File: config.mk
export PLATFORM = sky130hd
export DESIGN_NAME = rbk_regfile
export DESIGN_NICKNAME = d
export VERILOG_FILES = /design/src/source/rbk_regfile_pkg.sv /design/src/source/rbk_regfile.sv /design/src/source/rbk_csb_resp.sv /design/src/source/rbk_group_ctrl.sv /design/src/source/rbk_dual_group.sv /design/src/source/rbk_csb_decode.sv
export VERILOG_INCLUDE_DIRS = /design/src /design/src/source
export SDC_FILE = /design/constraint.sdc
export NUM_CORES = 1
export LEC_CHECK = 0
export ABC_AREA = 1
export BUFFER_PORTS_ARGS = -buffer_cell sky130_fd_sc_hd__buf_2
export CORE_MARGIN = 2
export CORE_UTILIZATION = 51
export DETAILED_ROUTE_END_ITERATION = 6
export PLACE_DENSITY_LB_ADDON = 0.3
export SYNTH_ARGS = -nofsm -noshare
export SYNTH_HDL_FRONTEND = slang
export SYNTH_SLANG_ARGS = --single-unit
File: constraint.sdc
create_clock -name autosa_core_clk -period 2 [get_ports autosa_core_clk]
set_clock_uncertainty 0.1 [all_clocks]
set_input_delay 0.1 -clock autosa_core_clk [delete_from_list [all_inputs] [get_ports autosa_core_clk]]
set_output_delay 0.1 -clock autosa_core_clk [all_outputs]
set_load 0.05 [all_outputs]
File: src/source/rbk_regfile_consts.svh
////////////////////////////////////////////////////////////
// rubik register file constants
// widths, register map offsets, status codes, op_en delay
////////////////////////////////////////////////////////////
`ifndef RBK_REGFILE_CONSTS_SVH
`define RBK_REGFILE_CONSTS_SVH

////////////////////////////////////////////////////////////
// widths
////////////////////////////////////////////////////////////
`define RBK_DATA_W     32   // register data
`define RBK_ADDR_W     22   // csb word address
`define RBK_OFFS_W     12   // byte offset, 4KB space
`define RBK_DIM_W      13   // width / height / channel
`define RBK_ADDR_LO_W  27   // input base address, low part

////////////////////////////////////////////////////////////
// register map, byte offsets
////////////////////////////////////////////////////////////
// single group
`define RBK_OFS_POINTER        12'h000  // producer bit 0, consumer bit 16 (ro)
`define RBK_OFS_STATUS         12'h004  // status_0 1:0, status_1 17:16
// duplicated groups start here
`define RBK_OFS_GROUP_BASE     12'h008
`define RBK_OFS_OP_ENABLE      12'h008  // op enable bit 0
`define RBK_OFS_MISC_CFG       12'h00C  // mode 1:0, precision 9:8
`define RBK_OFS_DATAIN_SIZE_0  12'h010  // width 12:0, height 28:16
`define RBK_OFS_DATAIN_SIZE_1  12'h014  // channel 12:0
`define RBK_OFS_DAIN_ADDR_LOW  12'h018  // base address 26:0

////////////////////////////////////////////////////////////
// per-group status codes
////////////////////////////////////////////////////////////
`define RBK_ST_IDLE     2'd0
`define RBK_ST_PENDING  2'd1
`define RBK_ST_RUNNING  2'd2

// stages between selected enable and op_en
`define RBK_OP_EN_DEPTH 3

`endif
File: src/source/rbk_regfile_pkg.sv
////////////////////////////////////////////////////////////
// rubik register file types
// csb packets, register access word, config bundle, enums
////////////////////////////////////////////////////////////
`default_nettype none

`include "rbk_regfile_consts.svh"

package rbk_regfile_pkg;

  ////////////////////////////////////////////////////////////
  // csb side
  ////////////////////////////////////////////////////////////
  // request, addr in the low bits
  typedef struct packed {
    logic [1:0]             level;    // unused here
    logic [3:0]             wrbe;     // unused here
    logic                   srcpriv;  // unused here
    logic                   nposted;
    logic                   write;
    logic [`RBK_DATA_W-1:0] wdat;
    logic [`RBK_ADDR_W-1:0] addr;
  } csb_req_t;

  typedef enum logic {
    RESP_READ  = 1'b0,
    RESP_WRITE = 1'b1
  } resp_kind_e;

  // response, kind in the top bit
  typedef struct packed {
    resp_kind_e             kind;
    logic                   error;
    logic [`RBK_DATA_W-1:0] rdat;
  } csb_resp_t;

  // unpacked register access, valid one cycle after the request
  typedef struct packed {
    logic                   nposted;
    logic                   rd_en;
    logic                   wr_en;
    logic [`RBK_DATA_W-1:0] wr_data;
    logic [`RBK_OFFS_W-1:0] offset;   // byte offset
  } reg_access_t;

  ////////////////////////////////////////////////////////////
  // config fields
  ////////////////////////////////////////////////////////////
  typedef enum logic [1:0] {
    MODE_CONTRACT = 2'd0,
    MODE_SPLIT    = 2'd1,
    MODE_MERGE    = 2'd2
  } rubik_mode_e;

  typedef enum logic [1:0] {
    PREC_INT8  = 2'd0,
    PREC_INT16 = 2'd1,
    PREC_FP16  = 2'd2
  } precision_e;

  typedef enum logic [1:0] {
    ST_IDLE    = `RBK_ST_IDLE,
    ST_PENDING = `RBK_ST_PENDING,
    ST_RUNNING = `RBK_ST_RUNNING
  } group_status_e;

  // toward the datapath
  typedef struct packed {
    rubik_mode_e               mode;
    precision_e                precision;
    logic [`RBK_DIM_W-1:0]     width;
    logic [`RBK_DIM_W-1:0]     height;
    logic [`RBK_DIM_W-1:0]     channel;
    logic [`RBK_ADDR_LO_W-1:0] dain_addr_low;
  } rbk_cfg_t;

endpackage

`default_nettype wire

File: src/source/rbk_regfile.sv
////////////////////////////////////////////////////////////
// rubik register file top
// csb decode, two ping-pong config groups, group control
// and response builder
////////////////////////////////////////////////////////////
`timescale 1ns/1ps
`default_nettype none

`include "rbk_regfile_consts.svh"

module rbk_regfile
  import rbk_regfile_pkg::*;
(
  input  wire       autosa_core_clk,
  input  wire       autosa_core_rstn,
  input  wire       csb_req_pvld,
  input  csb_req_t  csb_req_pd,
  input  wire       dp_done,
  output logic      csb_resp_valid,
  output csb_resp_t csb_resp_pd,
  output logic      op_en,
  output rbk_cfg_t  cfg,
  output logic      consumer
);

  reg_access_t            access;
  logic                   g0_wr_en;
  logic                   g1_wr_en;
  logic [`RBK_DATA_W-1:0] g0_rd_data;
  logic [`RBK_DATA_W-1:0] g1_rd_data;
  rbk_cfg_t               g0_cfg;
  rbk_cfg_t               g1_cfg;
  logic                   g0_trigger;
  logic                   g1_trigger;
  logic [`RBK_DATA_W-1:0] rd_data;  // selected read word

  rbk_csb_decode u_decode (
    .autosa_core_clk  (autosa_core_clk),
    .autosa_core_rstn (autosa_core_rstn),
    .csb_req_pvld     (csb_req_pvld),
    .csb_req_pd       (csb_req_pd),
    .access           (access)
  );

  ////////////////////////////////////////////////////////////
  // ping-pong groups
  ////////////////////////////////////////////////////////////
  rbk_dual_group u_group_0 (
    .autosa_core_clk  (autosa_core_clk),
    .autosa_core_rstn (autosa_core_rstn),
    .wr_en            (g0_wr_en),
    .offset           (access.offset),
    .wr_data          (access.wr_data),
    .rd_data          (g0_rd_data),
    .cfg              (g0_cfg),
    .op_en_trigger    (g0_trigger)
  );

  rbk_dual_group u_group_1 (
    .autosa_core_clk  (autosa_core_clk),
    .autosa_core_rstn (autosa_core_rstn),
    .wr_en            (g1_wr_en),
    .offset           (access.offset),
    .wr_data          (access.wr_data),
    .rd_data          (g1_rd_data),
    .cfg              (g1_cfg),
    .op_en_trigger    (g1_trigger)
  );

  rbk_group_ctrl u_ctrl (
    .autosa_core_clk  (autosa_core_clk),
    .autosa_core_rstn (autosa_core_rstn),
    .access           (access),
    .dp_done          (dp_done),
    .g0_rd_data       (g0_rd_data),
    .g1_rd_data       (g1_rd_data),
    .g0_cfg           (g0_cfg),
    .g1_cfg           (g1_cfg),
    .g0_trigger       (g0_trigger),
    .g1_trigger       (g1_trigger),
    .g0_wr_en         (g0_wr_en),
    .g1_wr_en         (g1_wr_en),
    .rd_data          (rd_data),
    .cfg              (cfg),
    .op_en            (op_en),
    .consumer         (consumer)
  );

  rbk_csb_resp u_resp (
    .autosa_core_clk  (autosa_core_clk),
    .autosa_core_rstn (autosa_core_rstn),
    .access           (access),
    .rd_data          (rd_data),
    .csb_resp_valid   (csb_resp_valid),
    .csb_resp_pd      (csb_resp_pd)
  );

endmodule

`default_nettype wire

File: src/source/rbk_csb_resp.sv
////////////////////////////////////////////////////////////
// rubik csb response
// read responses and non-posted write acks, one cycle after
// the register access
////////////////////////////////////////////////////////////
`timescale 1ns/1ps
`default_nettype none

`include "rbk_regfile_consts.svh"

module rbk_csb_resp
  import rbk_regfile_pkg::*;
(
  input  wire                   autosa_core_clk,
  input  wire                   autosa_core_rstn,
  input  reg_access_t           access,
  input  wire [`RBK_DATA_W-1:0] rd_data,
  output logic                  csb_resp_valid,
  output csb_resp_t             csb_resp_pd
);

  logic      resp_needed;
  csb_resp_t resp_w;

  // posted writes get no ack
  assign resp_needed = access.rd_en | (access.wr_en & access.nposted);

  always_comb begin
    resp_w.kind  = access.rd_en ? RESP_READ : RESP_WRITE;
    resp_w.error = 1'b0;  // no error path
    resp_w.rdat  = access.rd_en ? rd_data : '0;
  end

  always_ff @(posedge autosa_core_clk or negedge autosa_core_rstn) begin
    if (!autosa_core_rstn) begin
      csb_resp_valid <= 1'b0;
    end else begin
      csb_resp_valid <= resp_needed;
    end
  end

  always_ff @(posedge autosa_core_clk) begin
    if (resp_needed) begin
      csb_resp_pd <= resp_w;  // held between responses
    end
  end

endmodule

`default_nettype wire

File: src/source/rbk_group_ctrl.sv
////////////////////////////////////////////////////////////
// rubik group control
// producer / consumer pointers, per-group op enables, status,
// write protection, read mux and config mux to the datapath
////////////////////////////////////////////////////////////
`timescale 1ns/1ps
`default_nettype none

`include "rbk_regfile_consts.svh"

module rbk_group_ctrl
  import rbk_regfile_pkg::*;
(
  input  wire                    autosa_core_clk,
  input  wire                    autosa_core_rstn,
  input  reg_access_t            access,
  input  wire                    dp_done,      // one cycle pulse from datapath
  input  wire [`RBK_DATA_W-1:0]  g0_rd_data,
  input  wire [`RBK_DATA_W-1:0]  g1_rd_data,
  input  rbk_cfg_t               g0_cfg,
  input  rbk_cfg_t               g1_cfg,
  input  wire                    g0_trigger,
  input  wire                    g1_trigger,
  output logic                   g0_wr_en,
  output logic                   g1_wr_en,
  output logic [`RBK_DATA_W-1:0] rd_data,
  output rbk_cfg_t               cfg,
  output logic                   op_en,
  output logic                   consumer
);

  logic                        producer;   // sw side pointer
  logic                        g0_en;
  logic                        g1_en;
  logic                        op_en_sel;  // enable of consumer's group
  logic [`RBK_OP_EN_DEPTH-1:0] op_en_pipe;
  logic                        select_s;
  logic                        select_d0;
  logic                        select_d1;
  logic [`RBK_DATA_W-1:0]      s_rd_data;
  group_status_e               status_0;
  group_status_e               status_1;

  ////////////////////////////////////////////////////////////
  // address select and write protection
  ////////////////////////////////////////////////////////////
  assign select_s  = access.offset < `RBK_OFS_GROUP_BASE;
  assign select_d0 = ~select_s & ~producer;
  assign select_d1 = ~select_s & producer;

  assign g0_wr_en = access.wr_en & select_d0 & ~g0_en;  // locked while enabled
  assign g1_wr_en = access.wr_en & select_d1 & ~g1_en;

  ////////////////////////////////////////////////////////////
  // pointers
  ////////////////////////////////////////////////////////////
  always_ff @(posedge autosa_core_clk or negedge autosa_core_rstn) begin
    if (!autosa_core_rstn) begin
      producer <= 1'b0;
      consumer <= 1'b0;
    end else begin
      if (access.wr_en & select_s & (access.offset == `RBK_OFS_POINTER)) begin
        producer <= access.wr_data[0];
      end
      if (dp_done) begin
        consumer <= ~consumer;  // next group takes over
      end
    end
  end

  ////////////////////////////////////////////////////////////
  // op enables, set by sw, cleared by done
  ////////////////////////////////////////////////////////////
  always_ff @(posedge autosa_core_clk or negedge autosa_core_rstn) begin
    if (!autosa_core_rstn) begin
      g0_en <= 1'b0;
      g1_en <= 1'b0;
    end else begin
      if (~g0_en & g0_trigger) begin
        g0_en <= access.wr_data[0];
      end else if (dp_done & ~consumer) begin
        g0_en <= 1'b0;
      end
      if (~g1_en & g1_trigger) begin
        g1_en <= access.wr_data[0];
      end else if (dp_done & consumer) begin
        g1_en <= 1'b0;
      end
    end
  end

  // delay chain toward datapath, flushed on done
  assign op_en_sel = consumer ? g1_en : g0_en;

  always_ff @(posedge autosa_core_clk or negedge autosa_core_rstn) begin
    if (!autosa_core_rstn) begin
      op_en_pipe <= '0;
    end else if (dp_done) begin
      op_en_pipe <= '0;
    end else begin
      op_en_pipe <= {op_en_pipe[`RBK_OP_EN_DEPTH-2:0], op_en_sel};
    end
  end

  assign op_en = op_en_pipe[`RBK_OP_EN_DEPTH-1];

  ////////////////////////////////////////////////////////////
  // status and single group read
  ////////////////////////////////////////////////////////////
  assign status_0 = ~g0_en     ? ST_IDLE :
                    ~consumer  ? ST_RUNNING : ST_PENDING;
  assign status_1 = ~g1_en     ? ST_IDLE :
                    consumer   ? ST_RUNNING : ST_PENDING;

  always_comb begin
    s_rd_data = '0;
    case (access.offset)
      `RBK_OFS_POINTER: begin
        s_rd_data[0]  = producer;
        s_rd_data[16] = consumer;
      end
      `RBK_OFS_STATUS: begin
        s_rd_data[1:0]   = status_0;
        s_rd_data[17:16] = status_1;
      end
      default: s_rd_data = '0;
    endcase
  end

  // read mux follows the write selection
  assign rd_data = select_s  ? s_rd_data  :
                   select_d1 ? g1_rd_data : g0_rd_data;

  // datapath sees the consumer's group
  assign cfg = consumer ? g1_cfg : g0_cfg;

endmodule

`default_nettype wire

File: src/source/rbk_dual_group.sv
////////////////////////////////////////////////////////////
// rubik duplicated config group
// one ping-pong copy of the config fields, with read-back
// and op enable trigger detect
////////////////////////////////////////////////////////////
`timescale 1ns/1ps
`default_nettype none

`include "rbk_regfile_consts.svh"

module rbk_dual_group
  import rbk_regfile_pkg::*;
(
  input  wire                    autosa_core_clk,
  input  wire                    autosa_core_rstn,
  input  wire                    wr_en,          // already gated by select / protect
  input  wire [`RBK_OFFS_W-1:0]  offset,
  input  wire [`RBK_DATA_W-1:0]  wr_data,
  output logic [`RBK_DATA_W-1:0] rd_data,
  output rbk_cfg_t               cfg,
  output logic                   op_en_trigger   // write to OP_ENABLE seen
);

  rbk_cfg_t cfg_q;  // field storage

  ////////////////////////////////////////////////////////////
  // field writes
  ////////////////////////////////////////////////////////////
  always_ff @(posedge autosa_core_clk or negedge autosa_core_rstn) begin
    if (!autosa_core_rstn) begin
      cfg_q <= '0;
    end else if (wr_en) begin
      case (offset)
        `RBK_OFS_MISC_CFG: begin
          cfg_q.mode      <= rubik_mode_e'(wr_data[1:0]);
          cfg_q.precision <= precision_e'(wr_data[9:8]);
        end
        `RBK_OFS_DATAIN_SIZE_0: begin
          cfg_q.width  <= wr_data[`RBK_DIM_W-1:0];
          cfg_q.height <= wr_data[16 +: `RBK_DIM_W];
        end
        `RBK_OFS_DATAIN_SIZE_1: begin
          cfg_q.channel <= wr_data[`RBK_DIM_W-1:0];
        end
        `RBK_OFS_DAIN_ADDR_LOW: begin
          cfg_q.dain_addr_low <= wr_data[`RBK_ADDR_LO_W-1:0];
        end
        default: begin
          // OP_ENABLE lives in group ctrl, rest unmapped
        end
      endcase
    end
  end

  assign cfg = cfg_q;

  // enable itself is held upstream
  assign op_en_trigger = wr_en & (offset == `RBK_OFS_OP_ENABLE);

  ////////////////////////////////////////////////////////////
  // read-back, fields at their write positions
  ////////////////////////////////////////////////////////////
  always_comb begin
    rd_data = '0;  // OP_ENABLE and unmapped read zero
    case (offset)
      `RBK_OFS_MISC_CFG: begin
        rd_data[1:0] = cfg_q.mode;
        rd_data[9:8] = cfg_q.precision;
      end
      `RBK_OFS_DATAIN_SIZE_0: begin
        rd_data[`RBK_DIM_W-1:0]  = cfg_q.width;
        rd_data[16 +: `RBK_DIM_W] = cfg_q.height;
      end
      `RBK_OFS_DATAIN_SIZE_1: rd_data[`RBK_DIM_W-1:0] = cfg_q.channel;
      `RBK_OFS_DAIN_ADDR_LOW: rd_data[`RBK_ADDR_LO_W-1:0] = cfg_q.dain_addr_low;
      default: rd_data = '0;
    endcase
  end

endmodule

`default_nettype wire

File: src/source/rbk_csb_decode.sv
////////////////////////////////////////////////////////////
// rubik csb request decode
// registers the csb request and turns it into a byte-offset
// register access for the group logic
////////////////////////////////////////////////////////////
`timescale 1ns/1ps
`default_nettype none

`include "rbk_regfile_consts.svh"

module rbk_csb_decode
  import rbk_regfile_pkg::*;
(
  input  wire         autosa_core_clk,
  input  wire         autosa_core_rstn,
  input  wire         csb_req_pvld,    // request strobe, always accepted
  input  csb_req_t    csb_req_pd,
  output reg_access_t access
);

  logic     req_pvld;  // registered strobe
  csb_req_t req_pd;    // registered payload

  ////////////////////////////////////////////////////////////
  // request capture
  ////////////////////////////////////////////////////////////
  always_ff @(posedge autosa_core_clk or negedge autosa_core_rstn) begin
    if (!autosa_core_rstn) begin
      req_pvld <= 1'b0;
    end else begin
      req_pvld <= csb_req_pvld;
    end
  end

  // payload only moves with the strobe
  always_ff @(posedge autosa_core_clk) begin
    if (csb_req_pvld) begin
      req_pd <= csb_req_pd;  // wrbe / srcpriv / level ride along
    end
  end

  ////////////////////////////////////////////////////////////
  // unpack
  ////////////////////////////////////////////////////////////
  always_comb begin
    // csb addr is a word address, regfile works in bytes
    access.offset  = {req_pd.addr[`RBK_OFFS_W-3:0], 2'b00};
    access.wr_data = req_pd.wdat;
    access.wr_en   = req_pvld & req_pd.write;
    access.rd_en   = req_pvld & ~req_pd.write;
    access.nposted = req_pd.nposted;  // write wants an ack
  end

endmodule

`default_nettype wire

==> summary by stage <==
Timing
The routed design could run at a clock period as short as 2030 ps. The final count of negative-setup-slack endpoints is 2. The total count of hold-check failures in the final report is 0.

The highest clock rate is 494 MHz. The headroom to the max-slew limit is 58.8%. Setup repair after global routing could not meet its margin everywhere. The final setup slack of the worst path is -25.9 ps. The setup TNS after final layout is -33.4 ps. For the pin with the worst max-slew slack, the measured transition is 617 ps. The fraction of the cycle the final worst path needs is 101%. The max-slew violation count is 0.

Power and ir drop
Summed over all cells, the static leakage comes to 5.99 nW. The clock share of power is 42.8%. The largest voltage drop on the vdd net is 0.000643 V. The total design power is 10.2 mW. Summed over all nets, the switching power comes to 2.53 mW. Registers are responsible for 47.8% of the overall power. Combinational logic is responsible for 9.4% of the overall power. The internal portion of the total power is 7.67 mW.

The power density over the cells is 765 nW/µm². Of the total power, the share spent switching nets is 24.8%.

Floorplanning
The core area is 18,800 µm². The initial utilization of the core area, before any placement, comes to 52.2%. After floorplanning, the core was divided into 50 placement rows. The width of the die is 143 µm. The die height is 143 µm.

The die footprint is 20,400 µm². The number of I/O pins is 174.

Global routing
The all-layer global routing usage is 25.9%. The largest net degree at the start of global routing is 80. The first global-routing pass estimated 41.4 mm of wire.

The remaining global-route overflow is 0. The number of global-route vias before repair came to 8,070. The number of antenna violations at the first check in global routing was 0.

Drt
In this run, the number of DRC markers left after iteration 0 of detailed routing was 901. Dividing the detail-routed via count by the number of cells gives 5.39. The wire length per cell is 17.7 µm. The pre-antenna-repair detailed-routing pass consisted of 5 iterations. The final layout contains routed wiring with a total length of 28.9 mm. The remaining number of nets flagged by the antenna check after routing is 0.

Across all layers, the routed design uses 8,827 vias. For this run, design rule violations remaining after detail routing come to 0.

Worst setup path
The source of the critical timing path is u_ctrl.consumer. The startpoint identified for the worst register-to-register timing path is u_decode.access[11]. The setup path with the least slack is of type flip-flop to output port.

Data on the critical path is required at its endpoint by 1800 ps. In this run the worst path has a maximum fanout of 50. The worst setup path is captured at an output port. The critical path data arrival time is 1830 ps. The sort of element at the start of the critical path is a flip-flop.

Clock network
CTS built an H-tree with a depth of 1. The tree built by TritonCTS fans out to 220 sinks. The clock input transition at the sequential cells of the worst setup and hold paths is 60 ps. TritonCTS created 24 clock buffers. TritonCTS built the clock tree.

The number of buffers on the longest clock path is 3. The root buffer cell chosen for the clock tree is clkbuf_16. Clock latency on the worst-skew pair, taken at its later pin, is 520 ps.

Logic synthesis
In the synthesized netlist, mux cells make up 0% of the area. The sequential share of the synthesized area is 59.7%. The netlist uses 25 different library cells.

The area share of xor/xnor cells in the synthesized design is 0%. After Yosys synthesis, and, or, nand and nor cells account for 17.2% of the synthesized area. The compound-gate portion of the synthesized area is 15.4%. The synthesized design spends more area on one cell type than any other, namely dfrtp_1. The share of the synthesized area in the top cell type is 38.0%. Summing the areas of all fa, ha and maj instances in the mapped netlist gives 0% of the synthesized area.

The register bit count reported by yosys is 220. The Yosys step of the flow raised 0 warnings. The synthesized netlist cell count is 1,126. The cell area that synthesis handed to floorplanning was 9820 µm². The mean post-synth cell area is 8.72 µm². Ranked by total cell area, the synthesized netlist is headed by dfrtp_1, edfxtp_1, nand2_1.

By area, the combinational part of the netlist is dominated by simple AND/OR/NAND/NOR gates.

Final layout
In the final layout, the share of cells above drive strength 1 is 24.1%. For this run, the post-layout net count is 1,427. The post-layout instance count excluding filler cells is 1,638. Leaving out fill and tap cells, the most frequent cell in the layout is nand2_1. The layout has 1,362 filler cells.

The layout overhead on the synthesized area is 35.8%. The core utilization of the finished layout is 70.8%. The number of antenna diodes in the final layout is 0. In the layout the commonest cells are nand2_1, dfrtp_1, inv_1, o21ai_1, o21ai_0.

Placement
The number of port buffers is 147. The last weighted congestion value of the routability-driven placer is 0.848. The HPWL after detailed placement is 17.4 mm. The number of cells after detailed placement is 1,528. The worst setup slack before clock tree synthesis is -42.8 ps.

Run status
The flow ran to the end, but the final reports show violations. The final reports fail on setup timing.

Worst hold path
The kind of path behind the tightest hold check is input port to async pin.

Flow run
The number of max-cap violations is 0.
-- power groups by stage --
stage | registers (mW) | logic (mW) | clock network (mW)
3_3_place_gp | 4.95 | 0.789 | 0
6_report | 4.88 | 0.958 | 4.37
3_5_place_dp | 4.95 | 0.795 | 0
4_1_cts | 4.87 | 0.876 | 4.40
2_1_floorplan | 5.09 | 0.314 | 0
5_1_grt | 4.89 | 1.02 | 4.61
-- final timing paths --
check	endpoint	depth (start not counted)	slack, ps
worst max-delay path	cfg[2]	3	-30
worst min-delay path	u_group_0.cfg[60]	2	50
worst max register to register	u_resp.csb_resp_pd[8]	12	10
worst min register to register	u_ctrl.op_en_pipe[2]	2	370
max in group asynchronous	u_group_1.cfg[10]	3	1090
min in group autosa_core_clk	u_decode.access[39]	2	190
-- area by class of cell --
cell class                      instances  area [µm²]  share of cell area [%]
Clock buffer                           35         714                    5.36
Clock inverter                          9        67.6                   0.507
Inverter                              127         488                    3.66
Multi-Input combinational cell        722        3470                    26.0
Sequential cell                       220        5860                    44.0
Tap cell                              260         325                    2.44
Timing Repair Buffer                  265        2400                    18.0
-- stage by stage --
step	instance area (µm²)	hold WS (ps)
6_report	13300	48.5
5_1_grt	13300	95.9
4_1_cts	12600	64.4
3_5_place_dp	11300	33.6
3_3_place_gp	11300	37.7
2_1_floorplan	9910	-296
-- worst max-delay path, stage by stage (launching register included) --
cell and delay [ps]:
dfrtp_4 540, buf_12 200, o21ai_1 290, buf_4 260
-- logic make-up (layout without fill, tap and decap cells) --
group           count (synthesis)  after routing
buf+inv                       187            436
other cells                     1              4
compound gates                297            297
flops                         220            220
simple gates                  421            421
-- registers in the layout, summed over array words and instances (netlist names) --
register / count
u_decode.req_pvld: 1
u_decode.access: 40
u_group_1.cfg: 70
u_group_0.cfg: 70
u_resp.csb_resp_pd: 30
u_ctrl.producer: 1
u_decode.req_pd: 1
u_ctrl.consumer: 1
u_ctrl.g0_en: 1
u_ctrl.op_en_pipe: 3
u_ctrl.g1_en: 1
u_resp.csb_resp_valid: 1
-- synth_stat cells (all sizes together) --
cell type  instances
nand3             29
o21ai            256
nor3               5
o22ai              8
buf               33
inv              127
clkbuf            27
dfrtp            149
conb               1
nor2              40
a211oi             5
nand4              3
nand2            344
edfxtp            71
a21oi             28
-- timing repair --
item                                   in CTS  in global routing
hold buffers                               44                  0
buffers inserted                            2                 13
endpoints found under the hold margin     199                  0
pin swaps                                   0                 22
cloned                                      0                  7
gates resized for setup                    28                199
setup endpoints to repair                  39                163
-- routing by layer --
layer | GRT usage [%] | routed length, µm | up-vias
li1 | - | - | 4153
met1 | 36.3 | 11800 | 4165
met2 | 42.2 | 14000 | 445
met3 | 4.69 | 2400 | 64
met4 | 6.51 | 680 | 0
met5 | 0 | 0 | -
Power figures use the tool's default switching activity.
